## config.mk

```make
export PLATFORM = sky130hd
export DESIGN_NAME = ram_timing
export DESIGN_NICKNAME = d
export VERILOG_FILES = /design/src/source/axi_pkg.sv /design/src/source/ram_pkg.sv /design/src/source/ram_timing.sv
export SDC_FILE = /design/constraint.sdc
export NUM_CORES = 1
export LEC_CHECK = 0
export BUFFER_PORTS_ARGS = -buffer_cell sky130_fd_sc_hd__buf_2
export CELL_PAD_IN_SITES_DETAIL_PLACEMENT = 2
export CELL_PAD_IN_SITES_GLOBAL_PLACEMENT = 2
export CORE_ASPECT_RATIO = 1.5
export CORE_MARGIN = 10
export CORE_UTILIZATION = 31
export DETAILED_ROUTE_END_ITERATION = 16
export PLACE_DENSITY_LB_ADDON = 0.1
export SYNTH_ARGS = -nofsm -noshare
export SYNTH_HDL_FRONTEND = slang
export SYNTH_SLANG_ARGS = --single-unit
export TNS_END_PERCENT = 20
```

## constraint.sdc

```tcl
create_clock -name clk -period 1.9 [get_ports clk]
set_clock_uncertainty 0.05 [all_clocks]
set_input_delay 0.285 -clock clk [delete_from_list [all_inputs] [get_ports clk]]
set_output_delay 0.285 -clock clk [all_outputs]
set_load 0.05 [all_outputs]
```

## src/source/axi_pkg.sv

```systemverilog
package axi_pkg;

    localparam int ADDR_W = 32;
    localparam int DATA_W = 32;
    localparam int STRB_W = DATA_W / 8;
    localparam int LEN_W  = 8;
    localparam int SIZE_W = 3;

    typedef logic [ADDR_W-1:0] addr_t;     // Byte address
    typedef logic [DATA_W-1:0] data_t;
    typedef logic [STRB_W-1:0] strb_t;     // One bit per byte lane
    typedef logic [LEN_W-1:0]  len_t;      // Beats minus one
    typedef logic [SIZE_W-1:0] size_t;     // Log2 of bytes per beat

    typedef enum logic [1:0] {
        BURST_FIXED = 2'b00,
        BURST_INCR  = 2'b01,
        BURST_WRAP  = 2'b10                // 2'b11 reserved
    } burst_e;

    // Shared by AR and AW
    typedef struct packed {
        addr_t  addr;
        len_t   len;
        size_t  size;
        burst_e burst;
    } ax_t;

    typedef struct packed {
        data_t  data;
        strb_t  strb;
        logic   last;
    } w_t;

endpackage

```

## src/source/ram_pkg.sv

```systemverilog
package ram_pkg;

    localparam int MEM_WORDS  = 4096;
    localparam int IDX_W      = $clog2(MEM_WORDS);
    localparam int WORD_SHIFT = 2;         // Bytes per word is 4
    localparam int DELAY_W    = 16;

    typedef logic [IDX_W-1:0]   idx_t;     // Word index into the array
    typedef logic [DELAY_W-1:0] delay_t;   // Latency counter

    localparam delay_t R_DELAY_DEF = 16'd25;
    localparam delay_t W_DELAY_DEF = 16'd3;

endpackage

```

## src/source/ram_timing.sv

```systemverilog
module ram_timing #(
    parameter ram_pkg::delay_t R_DELAY = ram_pkg::R_DELAY_DEF,
    parameter ram_pkg::delay_t W_DELAY = ram_pkg::W_DELAY_DEF
) (
    input  logic            clk,
    input  logic            resetn,
    input  logic            stall,

    input  logic            arvalid,
    output logic            arready,
    input  axi_pkg::len_t   ar_len,

    output logic            rvalid,
    input  logic            rready,
    output logic            rlast,

    input  logic            awvalid,
    output logic            awready,

    input  logic            wvalid,
    output logic            wready,
    input  logic            wlast,

    output logic            bvalid,
    input  logic            bready,

    output logic            ar_start,
    output logic            aw_start,
    output logic            r_beat,
    output logic            w_beat
);
    import axi_pkg::*;
    import ram_pkg::*;

    logic   rd_busy;       // Read burst in flight
    len_t   rlen;          // Beats left minus one
    delay_t rcnt;

    logic   aw_busy;       // Write address held
    logic   w_done;        // Last write beat seen
    delay_t wcnt;

    logic   b_done;

    // All outputs drop while stalled, so no handshake can complete
    assign arready  = !rd_busy && !stall;
    assign rvalid   = rd_busy && rcnt == '0 && !stall;
    assign rlast    = rvalid && rlen == '0;
    assign awready  = !aw_busy && !stall;
    assign wready   = aw_busy && !w_done && !stall;
    assign bvalid   = aw_busy && w_done && wcnt == '0 && !stall;

    assign ar_start = arvalid && arready;
    assign aw_start = awvalid && awready;
    assign r_beat   = rvalid && rready;
    assign w_beat   = wvalid && wready;
    assign b_done   = bvalid && bready;

    always_ff @(posedge clk) begin
        if (!resetn) begin
            rd_busy <= 1'b0;
            rlen    <= '0;
            rcnt    <= '0;
        end else if (!stall) begin
            if (ar_start) begin
                rd_busy <= 1'b1;
                rlen    <= ar_len;
                rcnt    <= R_DELAY;
            end else begin
                if (rcnt != '0)
                    rcnt <= rcnt - delay_t'(1);
                if (r_beat) begin
                    rlen <= rlen - len_t'(1);
                    if (rlen == '0)
                        rd_busy <= 1'b0;           // Last beat out
                end
            end
        end
    end

    always_ff @(posedge clk) begin
        if (!resetn) begin
            aw_busy <= 1'b0;
            w_done  <= 1'b0;
            wcnt    <= '0;
        end else if (!stall) begin
            if (aw_start) begin
                aw_busy <= 1'b1;
                w_done  <= 1'b0;
            end else if (b_done) begin
                aw_busy <= 1'b0;
                w_done  <= 1'b0;
            end else if (w_beat && wlast) begin
                w_done  <= 1'b1;
                wcnt    <= W_DELAY;            // Count from the last beat
            end else if (wcnt != '0) begin
                wcnt    <= wcnt - delay_t'(1);
            end
        end
    end

endmodule

```

* Word-level counts from Yosys, hierarchy flattened
Cells that the tools add are included.
** Word-level totals
- Bits in registers :: 43
- Bits of input ports :: 17
- Output and inout bits :: 10
- Word-level logic and storage cells :: 63
** Cells by class
- Add/sub/neg operators :: 3
- Multiplexer cells :: 14
- Bitwise logic cells :: 3
- Reduce and logical (&&, ||, !) cells :: 37
** Operators by type and width (count)
- $mux 16 :: 4
- $logic_not 16->1 :: 2
- $reduce_bool 16->1 :: 2
- $sub 16x1->16 const B :: 2
- $logic_and 1x1->1 :: 16
- $mux 8 :: 2
- $reduce_bool 2->1 :: 5
- $logic_not 8->1 :: 1
- $mux 1 :: 8
- $reduce_and 2->1 :: 4
- $sub 8x1->8 const B :: 1
- $logic_not 1->1 :: 4
- $reduce_and 4->1 :: 1
- $not 1->1 :: 3
- $reduce_and 3->1 :: 1
- $reduce_bool 3->1 :: 1

* Depth between registers and ports, before layout
- Depth after elaboration :: 8
- Mapped depth :: 8
- Mapped depth without buffers :: 8

* Worst setup path before layout
Ideal clock, no wire load.
- Path kind :: register to output
- From :: register rcnt[0]
- To :: output rlast
- Arrival time :: 2.650 ns
- Required time :: 1.565 ns
- Path slack :: -1.085 ns
- Stages on the path, launching flop included :: 8
- Path buffers :: 1
- Cell sequence :: dfxtp_1 inv_1 ha_1 nor4b_1 and4b_2 buf_6 nand2_1 nor3_1
** Between the ends
- Longest elaborated chain between the ends :: 4
** RTL lines
- start, declared :: line ram_timing.sv:37 : delay_t rcnt;
- start signal, assigned :: line ram_timing.sv:71 : rcnt <= rcnt - delay_t'(1);
- $logic_not 16->1 :: line ram_timing.sv:47 : assign rvalid = rd_busy && rcnt == '0 && !stall;
- $logic_and 1x1->1 (2 in series) :: line ram_timing.sv:47
- $logic_and 1x1->1 :: line ram_timing.sv:48 : assign rlast = rvalid && rlen == '0;
- end, declared :: line ram_timing.sv:15 : output logic rlast,
No other way between the ends.

* Final worst setup path
Ends and elaborated chain as after synthesis.

==> results.toml <==
[synth]
syn_area_um2 = 2400
synth_top_family_by_area = "simple AND/OR/NAND/NOR gates"
synth.area.mux_share = 0
yosysUniqueCellTypes = 50
postSynth.asyncResetShare = 0
synth_area_per_cell_um2 = 8.219
synth-xor-area-share = 0.08759
synthSimpleGateAreaFrac = 0.3206
synth.net_count = 315
ys_ff_latch = 43
syn_inst = 292
synth-edff-count = 0
synth_ff_type = "dfxtp_1"
synth_seq_area_share = 0.3587
synthAdderAreaFrac = 0.03128
yosys_warnings = 0
synth_compound_area_frac = 0.1632

[setup_path]
crit_arrival_ns = 1.84
cp-end-kind = "primary output"
slowest_delay_ns = 0.36
crit_type = "reg2out"
cp_slowest_cell = "and4b_2"
cp.required_ns = 1.56
path_cells = "inv_2, ha_4, nor4b_4, and4b_2, nand2_4, nor3_4, buf_6"
cp-start-kind = "flop"
cp_max_fo = 4

[clock_network]
cts-hold-fix-buffers = 0
cts_buffers = 5
clkTransAtPathRegs_ns = 0.07
clock_sinks = 43
cts_root_buf = "clkbuf_16"
cts_tree = "built"
clk_path_buf_depth = 2
htreeDepth = 2
clk_latency_ns = 0.30

[global_route]
grt_max_degree = 16
grt_pass1_vias = 2908
grt_overflow_total = 0
grt_pass1_wl_um = 14880
grt_usage = 0.1562
antenna_found_initial = 0

[final_layout]
area_delta_synth_final_pct = 51.36
diodes = 0
drive_above_1_share = 0.4227
fin_nets = 410
layout.cells.non_filler = 490

[sta]
period_needed_ns = 2.171
finalSetupViolations = 14
slew_headroom = 0.7102
whs_ns = 0.2042
worstMarginPinSlew_ns = 0.4314
setup_slack_ns = -0.2707
rsz0062_at_grt = "true"
fmax_mhz = 460.7
finalSetupTns_ns = -1.709
slew_viol_final = 0
finalCritPeriodShare = 1.142
hold_viol = 0

[route]
first_pass_iters = 5
vias = 2619
via_per_inst = 5.345
ant_nets = 0
route.detailed.drc = 0
wl_per_cell_um = 19.75
drt-initial-drc-count = 68
routed_wl_um = 9678

[job]
drv_cap = 0

[die]
dieArea_um2 = 11730
io_pins = 27
std_cell_rows = 39
die_w_um = 91.84
die_h_um = 127.8
fp.coreArea_um2 = 7564
initial_core_util = 0.3173

[placed_design]
dp.cells = 469
portBuffers = 26
gp_congestion = 0.7789
dp_hpwl_um = 6487

[hold_path]
hp-class = "in2reg"

[power_and_ir_drop]
power.leakage_nw = 1.497
peakVddDrop_uv = 1167
powerDensity_nw_per_um2 = 2354

[run_status]
status = "finished with violations"
violations = "negative setup slack"
-- critical path, delay by kind of cell (launching register included) --
family        cells  cell delay (ns)
fa+ha+maj         1             0.13
flops             1             0.34
buf+inv           2             0.26
simple gates      4             0.79
-- placed cells by master (no fill, tap or decap), types with 4 or more instances in the layout --
cell	netlist	routed
dfxtp_2	0	12
inv_1	10	7
nor3_1	15	10
buf_2	2	21
ha_1	6	5
nand4_1	6	6
nand3_1	10	10
and2_1	5	5
xnor2_1	10	10
a31oi_1	4	4
nand2b_1	4	4
nand4b_1	6	6
dfxtp_1	43	31
o21ai_0	23	12
nor4_4	1	5
buf_6	1	6
o21ai_1	0	10
or4_4	1	4
a21oi_1	19	17
nor3_2	0	4
buf_4	0	69
clkbuf_16	0	5
xor2_1	14	14
nand2_1	19	16
nor2_1	38	35
-- path summary, 6_finish.rpt --
kind / startpoint / to / slack, ns / cells past startpoint
hold reg to reg: wcnt[14] / wcnt[14] / 0.46 / 1
hold / removal: ar_len[1] / rlen[1] / 0.20 / 3
setup / recovery: rcnt[0] / rlast / -0.27 / 7
setup reg to reg: rcnt[5] / rcnt[13] / -0.12 / 5
-- synth_stat cells (2+ instances only) --
library cell,n,area [um^2]
dfxtp_1,43,860.8
nor2_1,38,142.6
o21ai_0,23,115.1
a21oi_1,19,95.09
nand2_1,19,71.32
nor3_1,15,75.07
xor2_1,14,122.6
inv_1,10,37.54
nand3_1,10,50.05
xnor2_1,10,87.58
nor4_1,7,43.79
clkbuf_1,6,22.52
ha_1,6,75.07
nand4_1,6,37.54
nand4b_1,6,52.55
and2_1,5,31.28
or4_1,5,37.54
a31oi_1,4,25.02
nand2b_1,4,25.02
a211oi_1,3,22.52
o211ai_1,3,22.52
a31o_2,2,17.52
buf_2,2,10.01
nor2b_1,2,12.51
o2111ai_1,2,17.52
o221a_2,2,22.52
o32ai_1,2,17.52
or2_2,2,12.51
-- sequential cells by signal, summed over array words and instances (netlist names) --
register / count
rcnt: 16
wcnt: 16
rlen: 8
aw_busy: 1
rd_busy: 1
w_done: 1
-- metal layers --
layer | GRT usage | share of wire
met1 | 0.1570 | 0.36
met2 | 0.3146 | 0.60
met3 | 0.02052 | 0.018
met4 | 0.05100 | 0.019
met5 | 0 | 0
-- where the power goes --
part	leakage (nW)	total [W]	internal, W	switching (W)
logic	1.05	0.00582	0.00288	0.00294
registers	0.357	0.00158	0.00123	0.000348
clock network	0.0900	0.00115	0.000754	0.000397
-- what timing repair did --
action	in CTS	in global routing
pin swaps	8	14
buffers inserted	2	11
setup endpoints to repair	15	37
gates cloned	0	0
gates resized for setup	26	42
-- kinds of logic (layout without fill, tap and decap cells) --
logic type,after synthesis,count (layout)
XOR/XNOR,24,24
AND/OR/NAND/NOR,135,135
AO/OA/AOI/OAI,64,64
adder cells (fa/ha/maj),6,6
buffers and inverters,20,116
flip-flops,43,43
-- stage by stage --
stage | setup slack, ns | utilization | cell area [um^2] | total power, W
after floorplan | -0.1351 | - | 2480 | 0.004083
after global placement | -0.04187 | 0.4132 | 3126 | 0.005868
after detailed placement | -0.09254 | 0.4132 | 3126 | 0.005995
after CTS | -0.2500 | 0.4533 | 3428 | 0.007594
after global routing | -0.3513 | 0.4802 | 3632 | 0.009167
final | -0.2707 | 0.4802 | 3632 | 0.008549
-- area by class of cell --
class / instances / area [um^2]
clock buffer: 5 / 125.1
clock inverter: 3 / 67.56
fill: 845 / 3931
inverter: 10 / 37.54
multi-input combinational: 229 / 1678
sequential: 43 / 875.8
tap: 102 / 127.6
timing repair buffer: 98 / 720.7
(Power assumes the default switching activity.)
